--- config.mk ---
export PLATFORM = sky130hd
export DESIGN_NAME = desResultFifo
export DESIGN_NICKNAME = d
export VERILOG_FILES = /design/src/logic/desPkg.sv /design/src/logic/desResultFifo.sv
export VERILOG_INCLUDE_DIRS = /design/src /design/src/include
export SDC_FILE = /design/constraint.sdc
export NUM_CORES = 1
export LEC_CHECK = 0
export ABC_AREA = 1
export BUFFER_PORTS_ARGS = -buffer_cell sky130_fd_sc_hd__buf_2
export CAP_MARGIN = 20
export CORE_MARGIN = 5
export CORE_UTILIZATION = 40
export CTS_CLUSTER_SIZE = 20
export DETAILED_ROUTE_END_ITERATION = 7
export PLACE_DENSITY = 0.63
export SLEW_MARGIN = 20
export SYNTH_ARGS = -nofsm -noshare
export SYNTH_HDL_FRONTEND = slang
export SYNTH_SLANG_ARGS = --single-unit
--- constraint.sdc ---
create_clock -name clk -period 3 [get_ports clk]
set_input_delay 0.45 -clock clk [delete_from_list [all_inputs] [get_ports clk]]
set_output_delay 0.45 -clock clk [all_outputs]
set_load 0.01 [all_outputs]
--- src/include/desTables.svh ---
`ifndef DES_TABLES_SVH
`define DES_TABLES_SVH

// ================================================
// DES bit tables, 1-based with bit 1 as the MSB
// ================================================

localparam byte unsigned IP_TABLE [64] = '{
    58, 50, 42, 34, 26, 18, 10, 2,  60, 52, 44, 36, 28, 20, 12, 4,
    62, 54, 46, 38, 30, 22, 14, 6,  64, 56, 48, 40, 32, 24, 16, 8,
    57, 49, 41, 33, 25, 17, 9,  1,  59, 51, 43, 35, 27, 19, 11, 3,
    61, 53, 45, 37, 29, 21, 13, 5,  63, 55, 47, 39, 31, 23, 15, 7
};

// Inverse of IP
localparam byte unsigned FP_TABLE [64] = '{
    40, 8, 48, 16, 56, 24, 64, 32,  39, 7, 47, 15, 55, 23, 63, 31,
    38, 6, 46, 14, 54, 22, 62, 30,  37, 5, 45, 13, 53, 21, 61, 29,
    36, 4, 44, 12, 52, 20, 60, 28,  35, 3, 43, 11, 51, 19, 59, 27,
    34, 2, 42, 10, 50, 18, 58, 26,  33, 1, 41, 9,  49, 17, 57, 25
};

// Drops the parity bits, C half first
localparam byte unsigned PC1_TABLE [56] = '{
    57, 49, 41, 33, 25, 17, 9,   1,  58, 50, 42, 34, 26, 18,
    10, 2,  59, 51, 43, 35, 27,  19, 11, 3,  60, 52, 44, 36,
    63, 55, 47, 39, 31, 23, 15,  7,  62, 54, 46, 38, 30, 22,
    14, 6,  61, 53, 45, 37, 29,  21, 13, 5,  28, 20, 12, 4
};

localparam byte unsigned PC2_TABLE [48] = '{
    14, 17, 11, 24, 1,  5,   3,  28, 15, 6,  21, 10,
    23, 19, 12, 4,  26, 8,   16, 7,  27, 20, 13, 2,
    41, 52, 31, 37, 47, 55,  30, 40, 51, 45, 33, 48,
    44, 49, 39, 56, 34, 53,  46, 42, 50, 36, 29, 32
};

localparam byte unsigned E_TABLE [48] = '{
    32, 1,  2,  3,  4,  5,   4,  5,  6,  7,  8,  9,
    8,  9,  10, 11, 12, 13,  12, 13, 14, 15, 16, 17,
    16, 17, 18, 19, 20, 21,  20, 21, 22, 23, 24, 25,
    24, 25, 26, 27, 28, 29,  28, 29, 30, 31, 32, 1
};

localparam byte unsigned P_TABLE [32] = '{
    16, 7,  20, 21, 29, 12, 28, 17,  1,  15, 23, 26, 5,  18, 31, 10,
    2,  8,  24, 14, 32, 27, 3,  9,   19, 13, 30, 6,  22, 11, 4,  25
};

// One 64-bit word per row, column 0 in the top nibble
localparam logic [63:0] SBOX_TABLE [8][4] = '{
    '{64'hE4D12FB83A6C5907, 64'h0F74E2D1A6CB9538,
      64'h41E8D62BFC973A50, 64'hFC8249175B3EA06D},
    '{64'hF18E6B34972DC05A, 64'h3D47F28EC01A69B5,
      64'h0E7BA4D158C6932F, 64'hD8A13F42B67C05E9},
    '{64'hA09E63F51DC7B428, 64'hD709346A285ECBF1,
      64'hD6498F30B12C5AE7, 64'h1AD069874FE3B52C},
    '{64'h7DE3069A1285BC4F, 64'hD8B56F03472C1AE9,
      64'hA690CB7DF13E5284, 64'h3F06A1D8945BC72E},
    '{64'h2C417AB6853FD0E9, 64'hEB2C47D150FA3986,
      64'h421BAD78F9C5630E, 64'hB8C71E2D6F09A453},
    '{64'hC1AF92680D34E75B, 64'hAF427C9561DE0B38,
      64'h9EF528C3704A1DB6, 64'h432C95FABE17608D},
    '{64'h4B2EF08D3C975A61, 64'hD0B7491AE35C2F86,
      64'h14BDC37EAF680592, 64'h6BD814A7950FE23C},
    '{64'hD2846FB1A93E50C7, 64'h1FD8A374C56B0E92,
      64'h7B419CE206ADF358, 64'h21E74A8DFC90356B}
};

`endif

--- src/logic/desPkg.sv ---
package desPkg;

    localparam int BLOCK_WIDTH = 64;
    localparam int HALF_WIDTH = 32;
    localparam int CD_WIDTH = 28;
    localparam int SUBKEY_WIDTH = 48;
    localparam int ROUND_COUNT = 16;
    // Input stage plus one register per round
    localparam int PIPELINE_DEPTH = ROUND_COUNT + 1;
    localparam int WB_ADDR_WIDTH = 3;

    typedef logic [BLOCK_WIDTH-1:0] blockT;
    typedef logic [HALF_WIDTH-1:0] halfT;
    typedef logic [CD_WIDTH-1:0] cdT;
    typedef logic [SUBKEY_WIDTH-1:0] subkeyT;

    // ================================================
    // Register map, word addresses
    // ================================================
    localparam logic [WB_ADDR_WIDTH-1:0] KEY_HI_ADDR = 3'd0;
    localparam logic [WB_ADDR_WIDTH-1:0] KEY_LO_ADDR = 3'd1;
    localparam logic [WB_ADDR_WIDTH-1:0] DATA_HI_ADDR = 3'd2;
    localparam logic [WB_ADDR_WIDTH-1:0] DATA_LO_ADDR = 3'd3;
    localparam logic [WB_ADDR_WIDTH-1:0] CONTROL_ADDR = 3'd4;
    localparam logic [WB_ADDR_WIDTH-1:0] STATUS_ADDR = 3'd5;
    localparam logic [WB_ADDR_WIDTH-1:0] RESULT_HI_ADDR = 3'd6;
    localparam logic [WB_ADDR_WIDTH-1:0] RESULT_LO_ADDR = 3'd7;

    // Left rotation of C and D per encryption round
    localparam int shiftSchedule [ROUND_COUNT] = '{1, 1, 2, 2, 2, 2, 2, 2, 1, 2, 2, 2, 2, 2, 2, 1};

    `include "desTables.svh"

    // ================================================
    // Permutations and the round function
    // ================================================
    function automatic blockT initialPermutation(input blockT data);
        blockT result;
        for (int i = 0; i < 64; i++)
            result[63 - i] = data[64 - IP_TABLE[i]];
        return result;
    endfunction

    function automatic blockT finalPermutation(input blockT data);
        blockT result;
        for (int i = 0; i < 64; i++)
            result[63 - i] = data[64 - FP_TABLE[i]];
        return result;
    endfunction

    // Returns {C, D}
    function automatic logic [2*CD_WIDTH-1:0] permutedChoice1(input blockT key);
        logic [2*CD_WIDTH-1:0] result;
        for (int i = 0; i < 56; i++)
            result[55 - i] = key[64 - PC1_TABLE[i]];
        return result;
    endfunction

    function automatic subkeyT permutedChoice2(input logic [2*CD_WIDTH-1:0] cd);
        subkeyT result;
        for (int i = 0; i < 48; i++)
            result[47 - i] = cd[56 - PC2_TABLE[i]];
        return result;
    endfunction

    function automatic subkeyT expand(input halfT r);
        subkeyT result;
        for (int i = 0; i < 48; i++)
            result[47 - i] = r[32 - E_TABLE[i]];
        return result;
    endfunction

    // Outer bits pick the row, inner four the column
    function automatic logic [3:0] sboxLookup(input int box, input logic [5:0] six);
        logic [1:0] row;
        logic [3:0] col;
        row = {six[5], six[0]};
        col = six[4:1];
        return SBOX_TABLE[box][row][63 - 4*col -: 4];
    endfunction

    function automatic halfT feistel(input halfT r, input subkeyT subkey);
        subkeyT mixed;
        halfT sOut;
        halfT result;
        mixed = expand(r) ^ subkey;
        for (int b = 0; b < 8; b++)
            sOut[31 - 4*b -: 4] = sboxLookup(b, mixed[47 - 6*b -: 6]);
        for (int i = 0; i < 32; i++)
            result[31 - i] = sOut[32 - P_TABLE[i]];
        return result;
    endfunction

endpackage

--- src/logic/desResultFifo.sv ---
`timescale 1ns/1ns

module desResultFifo import desPkg::*; #(
    parameter int RESULT_DEPTH = 4
) (
    input  logic  clk,
    input  logic  rst,
    input  logic  push,
    input  blockT pushBlock,
    input  logic  pop,
    output blockT head,
    output logic [$clog2(RESULT_DEPTH + 1)-1:0] count
);

    localparam int PTR_WIDTH = (RESULT_DEPTH > 1) ? $clog2(RESULT_DEPTH) : 1;

    blockT mem [RESULT_DEPTH];
    logic [PTR_WIDTH-1:0] wrPtr;
    logic [PTR_WIDTH-1:0] rdPtr;

    // Wraps at the depth, which need not be a power of two
    function automatic logic [PTR_WIDTH-1:0] nextPtr(input logic [PTR_WIDTH-1:0] ptr);
        return (ptr == PTR_WIDTH'(RESULT_DEPTH - 1)) ? '0 : ptr + 1'b1;
    endfunction

    always_ff @(posedge clk or posedge rst)
    begin
        if (rst)
        begin
            wrPtr <= '0;
            rdPtr <= '0;
            count <= '0;
        end
        else
        begin
            if (push)
                wrPtr <= nextPtr(wrPtr);
            if (pop)
                rdPtr <= nextPtr(rdPtr);
            case ({push, pop})
                2'b10:   count <= count + 1'b1;
                2'b01:   count <= count - 1'b1;
                default: count <= count;
            endcase
        end
    end

    always_ff @(posedge clk)
    begin
        if (push)
            mem[wrPtr] <= pushBlock;
    end

    assign head = mem[rdPtr];

endmodule

==> impl_metrics.json <==
{
  "numCtsBuffers": 28,
  "fp.coreArea_mm2": 0.0271,
  "drive_above_1_share_pct": 28.0,
  "seq_area_mm2": 0.00787,
  "drc": 0,
  "cellPowerDensity_mw_per_mm2": 986,
  "hold_class": "in -> reg",
  "cp_top_family": "buffers and inverters",
  "firstDrtPassIters": 4,
  "syn_inst": 799,
  "relSlewSlack_pct": 56.0,
  "grt_pass1_wl_um": 35200,
  "max_freq_mhz": 372,
  "htree_levels": 1,
  "dieHeight_um": 176,
  "finalCoreUtilization_pct": 47.5,
  "viasPerCell": 4.65,
  "vias": 6196,
  "status": "completed",
  "grt_pass1_vias": 6345,
  "port_buffers": 134,
  "grt_max_degree": 76,
  "cp_slowest_cell": "dfrtp_4",
  "critPathLaunchType": "flop",
  "critPathRequiredTime_ns": 2.55,
  "rr_endpoint": "mem[3][48]",
  "multi_input_area_mm2": 0.00222,
  "antenna_found_initial": 4,
  "fill_cells": 2437,
  "stdcell_count": 1332,
  "yosys_warnings": 0,
  "clockRootBuffer": "clkbuf_16",
  "fp.dieArea_mm2": 0.0311,
  "clk_pin_slew_worst_paths_ns": 0.06,
  "regToRegSetupSlack_ns": 0.94,
  "yosysSeqAreaShare_pct": 71.1,
  "path_cells": "inv_2 -> buf_4 -> o211ai_1 -> nand2_1 -> buf_2",
  "placement_rows": 60,
  "cp-startpoint": "rdPtr[1]",
  "dp_hpwl_um": 13700,
  "fin_crit_ns": 2.69,
  "cp_max_fo": 19,
  "rsz0062_at_grt": "false",
  "cts_hold_buffers": 1,
  "clk_latency_ns": 0.53,
  "dp_cells": 1277,
  "synth_seq_cells": 263,
  "drt_iter0_markers": 373,
  "syn_area_per_cell_um2": 13.8,
  "cp-endpoint": "head[37]",
  "r2r_cells": 4,
  "synth_area_mm2": 0.0111,
  "postCtsSetupBuffers": 0,
  "fin_crit_sh_pct": 89.7,
  "finalHoldViolCount": 0,
  "cp-end-kind": "output port",
  "crit_cells": 5,
  "finalSetupViolCount": 0,
  "ir_worst_vdd_mv": 0.516,
  "initial_core_util_pct": 40.8,
  "drv_slew": 0,
  "grt.overflow.total": 0,
  "area_growth_pct": 16.3,
  "detail-route-antenna-nets": 0,
  "r2r_start": "wrPtr[0]",
  "cts_buffer_depth": 3,
  "finClkSkew_ns": 0.00643,
  "synth_nets": 874,
  "fp.dieW_um": 176,
  "tritoncts": "built",
  "critPathKind": "reg -> out",
  "max_stage_delay_ns": 0.61,
  "synth_cell_type_count": 21,
  "tns_ns": 0,
  "cap_viol_max_count": 0,
  "worstMarginPinSlew_ns": 0.659,
  "wl_per_cell_um": 16.7,
  "gp_congestion": 0.721,
  "cts_sinks": 263,
  "cts_resized": 0,
  "p_leak_nw": 5.22,
  "track_usage_pct": 14.3,
  "crit_buf_inv": 3,
  "layout.nets": 1011,
  "ios": 135,
  "arrival_ns": 2.24,
  "routed_wl_um": 22200
}
-- report_power, final --
group	switching (W)	total [W]	internal, W
Sequential	0.000253	0.00505	0.00479
Combinational	0.00284	0.00436	0.00152
Clock	0.00135	0.00328	0.00193
-- final cells by class --
type                       count  share of cell area [%]
inverter                     144                    4.24
clock buffer                  34                    5.78
multi-input combinational    348                    17.3
sequential                   263                    61.1
tap                          372                    3.62
antenna                        3                  0.0583
clock inverter                17                    1.08
timing repair buffer         151                    6.80
-- cells by family (layout without fill, tap and decap cells) --
kind of cell	Yosys count	count (layout)	share of synthesized area (%)
flops	263	263	71.1
simple gates	205	205	6.99
buf+inv	188	346	8.83
compound gates	135	135	12.2
fa+ha+maj	7	7	0.860
xor+xnor	1	1	0.0792
other cells	0	3	0
-- metrics by stage --
step / hold slack, ns / instance area, µm² / total power, W / setup WS [ns]
after floorplan: 0.253 / 11100 / 0.00830 / 0.553
after global placement: 0.413 / 12000 / 0.00955 / 0.872
after detailed placement: 0.416 / 12000 / 0.00960 / 0.870
after CTS: 0.109 / 12900 / 0.0129 / 0.294
after global routing: 0.116 / 12900 / 0.0135 / 0.192
final: 0.137 / 12900 / 0.0127 / 0.310
-- placed cells by master, fill, tap and decap left out, drive strengths merged --
cell type,netlist,layout
bufinv,0,2
xnor2,1,1
nand4,1,1
clkbuf,2,34
clkinvlp,0,1
nand2,203,203
dfrtp,7,7
o21ai,4,4
dlygate4sd3,0,1
buf,42,150
inv,144,141
fa,1,1
a21oi,3,3
edfxtp,256,256
o211ai,128,128
ha,6,6
diode,0,3
nand3,1,1
clkinv,0,17
-- worst reg2reg max path: cells and delay by family (launching register included) --
family | cells | cell delay, ns
buffers and inverters | 2 | 1.01
AND/OR/NAND/NOR | 1 | 0.11
adder cells (fa/ha/maj) | 1 | 0.21
flip-flops | 1 | 0.43
-- registers in the layout, indices dropped and copies added, names as in the netlist --
| signal | cells |
|---|---|
| mem | 256 |
| wrPtr | 2 |
| count | 3 |
| rdPtr | 2 |
-- worst min-delay path by stage --
stage,from,endpoint,cells after the start
global placement,rst,count[2],2
global route,pushBlock[19],mem[2][19],1
detailed placement,rst,count[2],2
CTS,pushBlock[62],mem[2][62],1
floorplan,rst,count[0],1
finish,pushBlock[62],mem[2][62],1
-- cells in the mapped netlist (all sizes together) --
cell type    n  share of area [%]
dfrtp        7                1.6
nand4        1              0.057
nand2      203                6.9
inv        144                4.9
o21ai        4               0.18
clkbuf       2              0.068
xnor2        1              0.079
buf         42                3.9
ha           6               0.68
o211ai     128                 12
fa           1               0.18
a21oi        3               0.14
edfxtp     256                 69
nand3        1              0.045
-- metal layers --
metal | routed length [µm] | GRT usage [%] | up-vias
li1 | - | - | 3052
met1 | 9770 | 19.1 | 2975
met2 | 10700 | 23.8 | 127
met3 | 1270 | 3.21 | 38
met4 | 418 | 3.77 | 4
met5 | 26 | 0 | -
(Power assumes the default switching activity.)
