--- config.mk ---
export PLATFORM = sky130hd
export DESIGN_NAME = desWbSlave
export DESIGN_NICKNAME = d
export VERILOG_FILES = /design/src/logic/desPkg.sv /design/src/logic/desWbSlave.sv
export VERILOG_INCLUDE_DIRS = /design/src /design/src/include
export SDC_FILE = /design/constraint.sdc
export NUM_CORES = 1
export LEC_CHECK = 0
export ABC_AREA = 0
export ABC_CLOCK_PERIOD_IN_PS = 3600
export BUFFER_PORTS_ARGS = -buffer_cell sky130_fd_sc_hd__buf_2
export CORE_MARGIN = 8
export CORE_UTILIZATION = 42
export DETAILED_ROUTE_END_ITERATION = 6
export GPL_TIMING_DRIVEN = 0
export PLACE_DENSITY = 0.82
export SYNTH_ARGS = -nofsm -noshare
export SYNTH_HDL_FRONTEND = slang
export SYNTH_SLANG_ARGS = --single-unit
--- constraint.sdc ---
create_clock -name clk -period 3.6 [get_ports clk]
set_clock_uncertainty 0.05 [all_clocks]
set_input_delay 0 -clock clk [delete_from_list [all_inputs] [get_ports clk]]
set_output_delay 0 -clock clk [all_outputs]
set_load 0.02 [all_outputs]
--- src/include/desTables.svh ---
`ifndef DES_TABLES_SVH
`define DES_TABLES_SVH

// ================================================
// DES bit tables, 1-based with bit 1 as the MSB
// ================================================

localparam byte unsigned IP_TABLE [64] = '{
    58, 50, 42, 34, 26, 18, 10, 2,  60, 52, 44, 36, 28, 20, 12, 4,
    62, 54, 46, 38, 30, 22, 14, 6,  64, 56, 48, 40, 32, 24, 16, 8,
    57, 49, 41, 33, 25, 17, 9,  1,  59, 51, 43, 35, 27, 19, 11, 3,
    61, 53, 45, 37, 29, 21, 13, 5,  63, 55, 47, 39, 31, 23, 15, 7
};

// Inverse of IP
localparam byte unsigned FP_TABLE [64] = '{
    40, 8, 48, 16, 56, 24, 64, 32,  39, 7, 47, 15, 55, 23, 63, 31,
    38, 6, 46, 14, 54, 22, 62, 30,  37, 5, 45, 13, 53, 21, 61, 29,
    36, 4, 44, 12, 52, 20, 60, 28,  35, 3, 43, 11, 51, 19, 59, 27,
    34, 2, 42, 10, 50, 18, 58, 26,  33, 1, 41, 9,  49, 17, 57, 25
};

// Drops the parity bits, C half first
localparam byte unsigned PC1_TABLE [56] = '{
    57, 49, 41, 33, 25, 17, 9,   1,  58, 50, 42, 34, 26, 18,
    10, 2,  59, 51, 43, 35, 27,  19, 11, 3,  60, 52, 44, 36,
    63, 55, 47, 39, 31, 23, 15,  7,  62, 54, 46, 38, 30, 22,
    14, 6,  61, 53, 45, 37, 29,  21, 13, 5,  28, 20, 12, 4
};

localparam byte unsigned PC2_TABLE [48] = '{
    14, 17, 11, 24, 1,  5,   3,  28, 15, 6,  21, 10,
    23, 19, 12, 4,  26, 8,   16, 7,  27, 20, 13, 2,
    41, 52, 31, 37, 47, 55,  30, 40, 51, 45, 33, 48,
    44, 49, 39, 56, 34, 53,  46, 42, 50, 36, 29, 32
};

localparam byte unsigned E_TABLE [48] = '{
    32, 1,  2,  3,  4,  5,   4,  5,  6,  7,  8,  9,
    8,  9,  10, 11, 12, 13,  12, 13, 14, 15, 16, 17,
    16, 17, 18, 19, 20, 21,  20, 21, 22, 23, 24, 25,
    24, 25, 26, 27, 28, 29,  28, 29, 30, 31, 32, 1
};

localparam byte unsigned P_TABLE [32] = '{
    16, 7,  20, 21, 29, 12, 28, 17,  1,  15, 23, 26, 5,  18, 31, 10,
    2,  8,  24, 14, 32, 27, 3,  9,   19, 13, 30, 6,  22, 11, 4,  25
};

// One 64-bit word per row, column 0 in the top nibble
localparam logic [63:0] SBOX_TABLE [8][4] = '{
    '{64'hE4D12FB83A6C5907, 64'h0F74E2D1A6CB9538,
      64'h41E8D62BFC973A50, 64'hFC8249175B3EA06D},
    '{64'hF18E6B34972DC05A, 64'h3D47F28EC01A69B5,
      64'h0E7BA4D158C6932F, 64'hD8A13F42B67C05E9},
    '{64'hA09E63F51DC7B428, 64'hD709346A285ECBF1,
      64'hD6498F30B12C5AE7, 64'h1AD069874FE3B52C},
    '{64'h7DE3069A1285BC4F, 64'hD8B56F03472C1AE9,
      64'hA690CB7DF13E5284, 64'h3F06A1D8945BC72E},
    '{64'h2C417AB6853FD0E9, 64'hEB2C47D150FA3986,
      64'h421BAD78F9C5630E, 64'hB8C71E2D6F09A453},
    '{64'hC1AF92680D34E75B, 64'hAF427C9561DE0B38,
      64'h9EF528C3704A1DB6, 64'h432C95FABE17608D},
    '{64'h4B2EF08D3C975A61, 64'hD0B7491AE35C2F86,
      64'h14BDC37EAF680592, 64'h6BD814A7950FE23C},
    '{64'hD2846FB1A93E50C7, 64'h1FD8A374C56B0E92,
      64'h7B419CE206ADF358, 64'h21E74A8DFC90356B}
};

`endif

--- src/logic/desPkg.sv ---
package desPkg;

    localparam int BLOCK_WIDTH = 64;
    localparam int HALF_WIDTH = 32;
    localparam int CD_WIDTH = 28;
    localparam int SUBKEY_WIDTH = 48;
    localparam int ROUND_COUNT = 16;
    // Input stage plus one register per round
    localparam int PIPELINE_DEPTH = ROUND_COUNT + 1;
    localparam int WB_ADDR_WIDTH = 3;

    typedef logic [BLOCK_WIDTH-1:0] blockT;
    typedef logic [HALF_WIDTH-1:0] halfT;
    typedef logic [CD_WIDTH-1:0] cdT;
    typedef logic [SUBKEY_WIDTH-1:0] subkeyT;

    // ================================================
    // Register map, word addresses
    // ================================================
    localparam logic [WB_ADDR_WIDTH-1:0] KEY_HI_ADDR = 3'd0;
    localparam logic [WB_ADDR_WIDTH-1:0] KEY_LO_ADDR = 3'd1;
    localparam logic [WB_ADDR_WIDTH-1:0] DATA_HI_ADDR = 3'd2;
    localparam logic [WB_ADDR_WIDTH-1:0] DATA_LO_ADDR = 3'd3;
    localparam logic [WB_ADDR_WIDTH-1:0] CONTROL_ADDR = 3'd4;
    localparam logic [WB_ADDR_WIDTH-1:0] STATUS_ADDR = 3'd5;
    localparam logic [WB_ADDR_WIDTH-1:0] RESULT_HI_ADDR = 3'd6;
    localparam logic [WB_ADDR_WIDTH-1:0] RESULT_LO_ADDR = 3'd7;

    // Left rotation of C and D per encryption round
    localparam int shiftSchedule [ROUND_COUNT] = '{1, 1, 2, 2, 2, 2, 2, 2, 1, 2, 2, 2, 2, 2, 2, 1};

    `include "desTables.svh"

    // ================================================
    // Permutations and the round function
    // ================================================
    function automatic blockT initialPermutation(input blockT data);
        blockT result;
        for (int i = 0; i < 64; i++)
            result[63 - i] = data[64 - IP_TABLE[i]];
        return result;
    endfunction

    function automatic blockT finalPermutation(input blockT data);
        blockT result;
        for (int i = 0; i < 64; i++)
            result[63 - i] = data[64 - FP_TABLE[i]];
        return result;
    endfunction

    // Returns {C, D}
    function automatic logic [2*CD_WIDTH-1:0] permutedChoice1(input blockT key);
        logic [2*CD_WIDTH-1:0] result;
        for (int i = 0; i < 56; i++)
            result[55 - i] = key[64 - PC1_TABLE[i]];
        return result;
    endfunction

    function automatic subkeyT permutedChoice2(input logic [2*CD_WIDTH-1:0] cd);
        subkeyT result;
        for (int i = 0; i < 48; i++)
            result[47 - i] = cd[56 - PC2_TABLE[i]];
        return result;
    endfunction

    function automatic subkeyT expand(input halfT r);
        subkeyT result;
        for (int i = 0; i < 48; i++)
            result[47 - i] = r[32 - E_TABLE[i]];
        return result;
    endfunction

    // Outer bits pick the row, inner four the column
    function automatic logic [3:0] sboxLookup(input int box, input logic [5:0] six);
        logic [1:0] row;
        logic [3:0] col;
        row = {six[5], six[0]};
        col = six[4:1];
        return SBOX_TABLE[box][row][63 - 4*col -: 4];
    endfunction

    function automatic halfT feistel(input halfT r, input subkeyT subkey);
        subkeyT mixed;
        halfT sOut;
        halfT result;
        mixed = expand(r) ^ subkey;
        for (int b = 0; b < 8; b++)
            sOut[31 - 4*b -: 4] = sboxLookup(b, mixed[47 - 6*b -: 6]);
        for (int i = 0; i < 32; i++)
            result[31 - i] = sOut[32 - P_TABLE[i]];
        return result;
    endfunction

endpackage

--- src/logic/desWbSlave.sv ---
`timescale 1ns/1ns

module desWbSlave import desPkg::*; #(
    parameter int RESULT_DEPTH = 4
) (
    input  logic  clk,
    input  logic  rst,
    input  logic  cyc,
    input  logic  stb,
    input  logic  we,
    input  logic [WB_ADDR_WIDTH-1:0] adr,
    input  halfT  datWr,
    output halfT  datRd,
    output logic  ack,
    output logic  startValid,
    output logic  startDecrypt,
    output blockT startBlock,
    output blockT startKey,
    input  logic  resultValid,
    input  blockT fifoHead,
    input  logic [$clog2(RESULT_DEPTH + 1)-1:0] fifoCount,
    output logic  pop
);

    localparam int COUNT_WIDTH = $clog2(RESULT_DEPTH + 1);

    blockT keyReg;
    blockT dataReg;
    logic rejected;
    logic [COUNT_WIDTH-1:0] inFlight;
    logic [COUNT_WIDTH-1:0] outstanding;

    logic writeReq;
    logic startReq;
    logic accept;
    logic readAck;
    logic available;

    // ================================================
    // Bus decode
    // ================================================
    // Requests are acted on in the cycle before ack
    assign writeReq = cyc & stb & ~ack & we;
    assign startReq = writeReq && adr == CONTROL_ADDR && datWr[0];
    assign outstanding = inFlight + fifoCount;
    assign accept = startReq && outstanding < COUNT_WIDTH'(RESULT_DEPTH);
    assign readAck = ack & ~we;
    assign available = fifoCount != '0;
    assign pop = readAck && adr == RESULT_LO_ADDR && available;

    always_ff @(posedge clk or posedge rst)
    begin
        if (rst)
        begin
            ack <= 1'b0;
            startValid <= 1'b0;
            startDecrypt <= 1'b0;
            rejected <= 1'b0;
            inFlight <= '0;
        end
        else
        begin
            ack <= cyc & stb & ~ack;
            startValid <= accept;
            if (accept)
                startDecrypt <= datWr[1];
            // Sticky until software reads STATUS
            if (startReq && !accept)
                rejected <= 1'b1;
            else if (readAck && adr == STATUS_ADDR)
                rejected <= 1'b0;
            case ({accept, resultValid})
                2'b10:   inFlight <= inFlight + 1'b1;
                2'b01:   inFlight <= inFlight - 1'b1;
                default: inFlight <= inFlight;
            endcase
        end
    end

    always_ff @(posedge clk)
    begin
        if (writeReq)
        begin
            case (adr)
                KEY_HI_ADDR:  keyReg[BLOCK_WIDTH-1:HALF_WIDTH] <= datWr;
                KEY_LO_ADDR:  keyReg[HALF_WIDTH-1:0] <= datWr;
                DATA_HI_ADDR: dataReg[BLOCK_WIDTH-1:HALF_WIDTH] <= datWr;
                DATA_LO_ADDR: dataReg[HALF_WIDTH-1:0] <= datWr;
                default:      ;
            endcase
        end
    end

    assign startKey = keyReg;
    assign startBlock = dataReg;

    // ================================================
    // Read path
    // ================================================
    always_comb
    begin
        case (adr)
            KEY_HI_ADDR:    datRd = keyReg[BLOCK_WIDTH-1:HALF_WIDTH];
            KEY_LO_ADDR:    datRd = keyReg[HALF_WIDTH-1:0];
            DATA_HI_ADDR:   datRd = dataReg[BLOCK_WIDTH-1:HALF_WIDTH];
            DATA_LO_ADDR:   datRd = dataReg[HALF_WIDTH-1:0];
            STATUS_ADDR:    datRd = {16'd0, 8'(fifoCount), 6'd0, rejected, available};
            // Empty queue reads as zero
            RESULT_HI_ADDR: datRd = available ? fifoHead[BLOCK_WIDTH-1:HALF_WIDTH] : '0;
            RESULT_LO_ADDR: datRd = available ? fifoHead[HALF_WIDTH-1:0] : '0;
            default:        datRd = '0;
        endcase
    end

endmodule

==> impl_results.md <==
- Core footprint: 13,700 um2
- Flops & latches, synth: 135
- H-tree levels: 4
- Setup ws final: 1190 ps
- Final net count: 787
- Clock transition at path regs: 50 ps
- Vias in the first global route: 5,073
- Congestion Overflow GR: 0
- Async SR Flop Fraction: 0.0519
- First-iteration detailed-routing DRC count: 276
- Internal power: 3.04 mW
- Root buffer cell: clkbuf_16
- PD cells: 459 nW/um2
- Mean Syn Cell Area: 17.1 um2
- CP Launch Point: inFlight[1]
- Post-CTS Hold Buffers: 37
- Syn Inst Count: 343
- Max_cap viols: 0
- First-pass GRT wire length: 28,400 um
- Most frequent cells in the layout: 276 x buf_2, 128 x edfxtp_1, 40 x mux2i_1
- Largest net degree at the start of global routing: 18
- Post-synth EDFFs: 128
- CTS tree: built
- Design Power: 3.90 mW
- RSZ-0062 raised after global routing: false
- Synth warnings: 0
- Ys flop type: edfxtp_1
- Inserted Diodes: 0
- Reg power frac: 0.457
- Mean routed wirelength per cell: 21.9 um
- Global-route usage over all layers: 0.208
- Utilization after layout: 0.619
- # IOs: 272
- Vias per cell: 5.30
- Post-CTS Resized: 0
- Die width: 134 um
- Die Area: 18,000 um2
- Synthesized cell area: 5850 um2
- Critical R2R Capture: inFlight[2]
- Worst-Margin Slew: 836 ps
- Detailed-route DRC error count: 0
- Part of the Yosys area used for sequential elements: 0.687
- Leak pwr: 3.56 nW
- Peak fanout along the critical path: 3
- Final HPWL DP: 14,000 um
- Post-CTS Setup Bufs: 0
- Most common cell after layout, fill and taps aside: buf_2
- Switching share of power: 0.219
- Max IR drop VDD: 0.265 mV
- TritonCTS Sinks: 135
- R2R cell count: 11
- Setup crit end kind: flip-flop
- Worst-Skew Late Latency: 400 ps
- Worst path arrival time: 2690 ps
- Vias post-DR: 4,590
- Type of the worst setup path: reg2reg
- Worst R2R Start: inFlight[1]
- Combinational Power Share: 0.123
- Row count: 43
- Final Hold Viols: 0
- Timing endpoint of the critical path: inFlight[2]
- Finish-stage setup viols: 0
- Die Ht: 134 um
- DRT Wirelength: 19,000 um
- Yosys cell types: 38
- Initial Utilization: 0.426
- Share of layout cells above drive strength 1: 0.516
- R2r setup slk: 1190 ps
- Clock share of power: 0.421
- Min Tclk post-route: 2410 ps
- WP data required: 3880 ps
- Hold slack: 52.6 ps
- Rel. slew slack: 0.440
- Initial antenna violation count: 0
- Longest Clk Path Bufs: 2
- Routed Antenna Nets: 0
- Final period util: 0.670
- Routability cong.: 0.810
- Slew Limit Fails: 0
- Dpl ws: 1240 ps
- Hold Path Class: in2reg
- Fmax: 0.415 GHz
- Psw: 0.854 mW
- Post-Syn Nets: 454
- Drt first pass iters: 6
- Buffers on Ports: 269
- Area grow syn2layout: 45.1%
- Setup TNS: 0 ps
- Status: finished, final reports clean
- TritonCTS Buffers: 17
- Element type at the critical path start: flip-flop
registers in the layout, summed over array words and instances (netlist names):
signal and count:
ack 1, inFlight 3, rejected 1, startBlock 64
startDecrypt 1, startKey 64, startValid 1
routing by layer:
metal | up-vias | wire length, um | share of wire | GRT usage
met4 | 0 | 364 | 0.019 | 0.0792
li1 | 2030 | - | - | -
met2 | 247 | 10200 | 0.54 | 0.376
met1 | 2278 | 6720 | 0.35 | 0.216
met5 | - | 0 | 0 | 0
met3 | 35 | 1680 | 0.089 | 0.0759
stage by stage:
step,std cells,area (um2)
after floorplan,343,5850
after CTS,866,8490
after detailed placement,800,7570
after global placement,792,7420
final,866,8490
after global routing,866,8490
Yosys cell counts, types with 5 or more instances:
| master | count | area (um2) |
|---|---|---|
| edfxtp_1 | 128 | 3840 |
| mux2i_1 | 40 | 400 |
| nand2_1 | 32 | 120 |
| mux4_2 | 21 | 473 |
| o21ai_1 | 21 | 105 |
| nor2_1 | 9 | 33.8 |
| buf_2 | 7 | 35.0 |
| dfrtp_1 | 7 | 175 |
| mux2_2 | 7 | 78.8 |
| o221ai_1 | 7 | 61.3 |
| inv_1 | 6 | 22.5 |
| a21oi_1 | 5 | 25.0 |
| buf_4 | 5 | 37.5 |
| buf_6 | 5 | 56.3 |
| nand2b_1 | 5 | 31.3 |
cell families after synthesis:
family / Yosys count / synth area share
adder cells (fa/ha/maj): 3 / 0.00770
flip-flops: 135 / 0.687
multiplexers: 70 / 0.167
AO/OA/AOI/OAI: 46 / 0.0560
buffers and inverters: 26 / 0.0278
AND/OR/NAND/NOR: 58 / 0.0468
XOR/XNOR: 5 / 0.00749
worst min-delay path by stage:
| stage | end | cells past startpoint | slack [ps] | from |
|---|---|---|---|---|
| floorplan | ack | 1 | -250 | rst |
| global placement | startValid | 2 | -110 | rst |
| detailed placement | startValid | 2 | -110 | rst |
| CTS | rejected | 3 | 30 | rst |
| global route | rejected | 3 | 70 | rst |
| finish | rejected | 3 | 50 | adr[0] |
power groups by stage:
stage,combinational (mW),sequential (mW),clock [mW]
after floorplan,0.253,1.82,0
after global placement,0.421,1.81,0
after detailed placement,0.442,1.81,0
after CTS,0.480,1.78,1.66
after global routing,0.519,1.78,1.72
final,0.478,1.78,1.64
critical path, stage by stage, from the launching register on:
cell	delay (ps)
dfrtp_1	390
ha_1	280
a31oi_1	230
xnor2_1	110
and2b_4	190
inv_1	50
ha_1	180
inv_1	70
fa_1	370
xor2_1	150
nor2_1	120
xor2_1	150
final cells by class:
class | instances | area, um2
inverters | 6 | 22.5
flip-flops and latches | 135 | 4020
clock buffers | 23 | 448
multi-input cells | 182 | 1690
plain buffers | 20 | 140
fillers | 1030 | 5230
clock inverters | 6 | 103
repair buffers | 314 | 1840
well taps | 180 | 225
No activity file was read; power rests on OpenSTA's default activity.
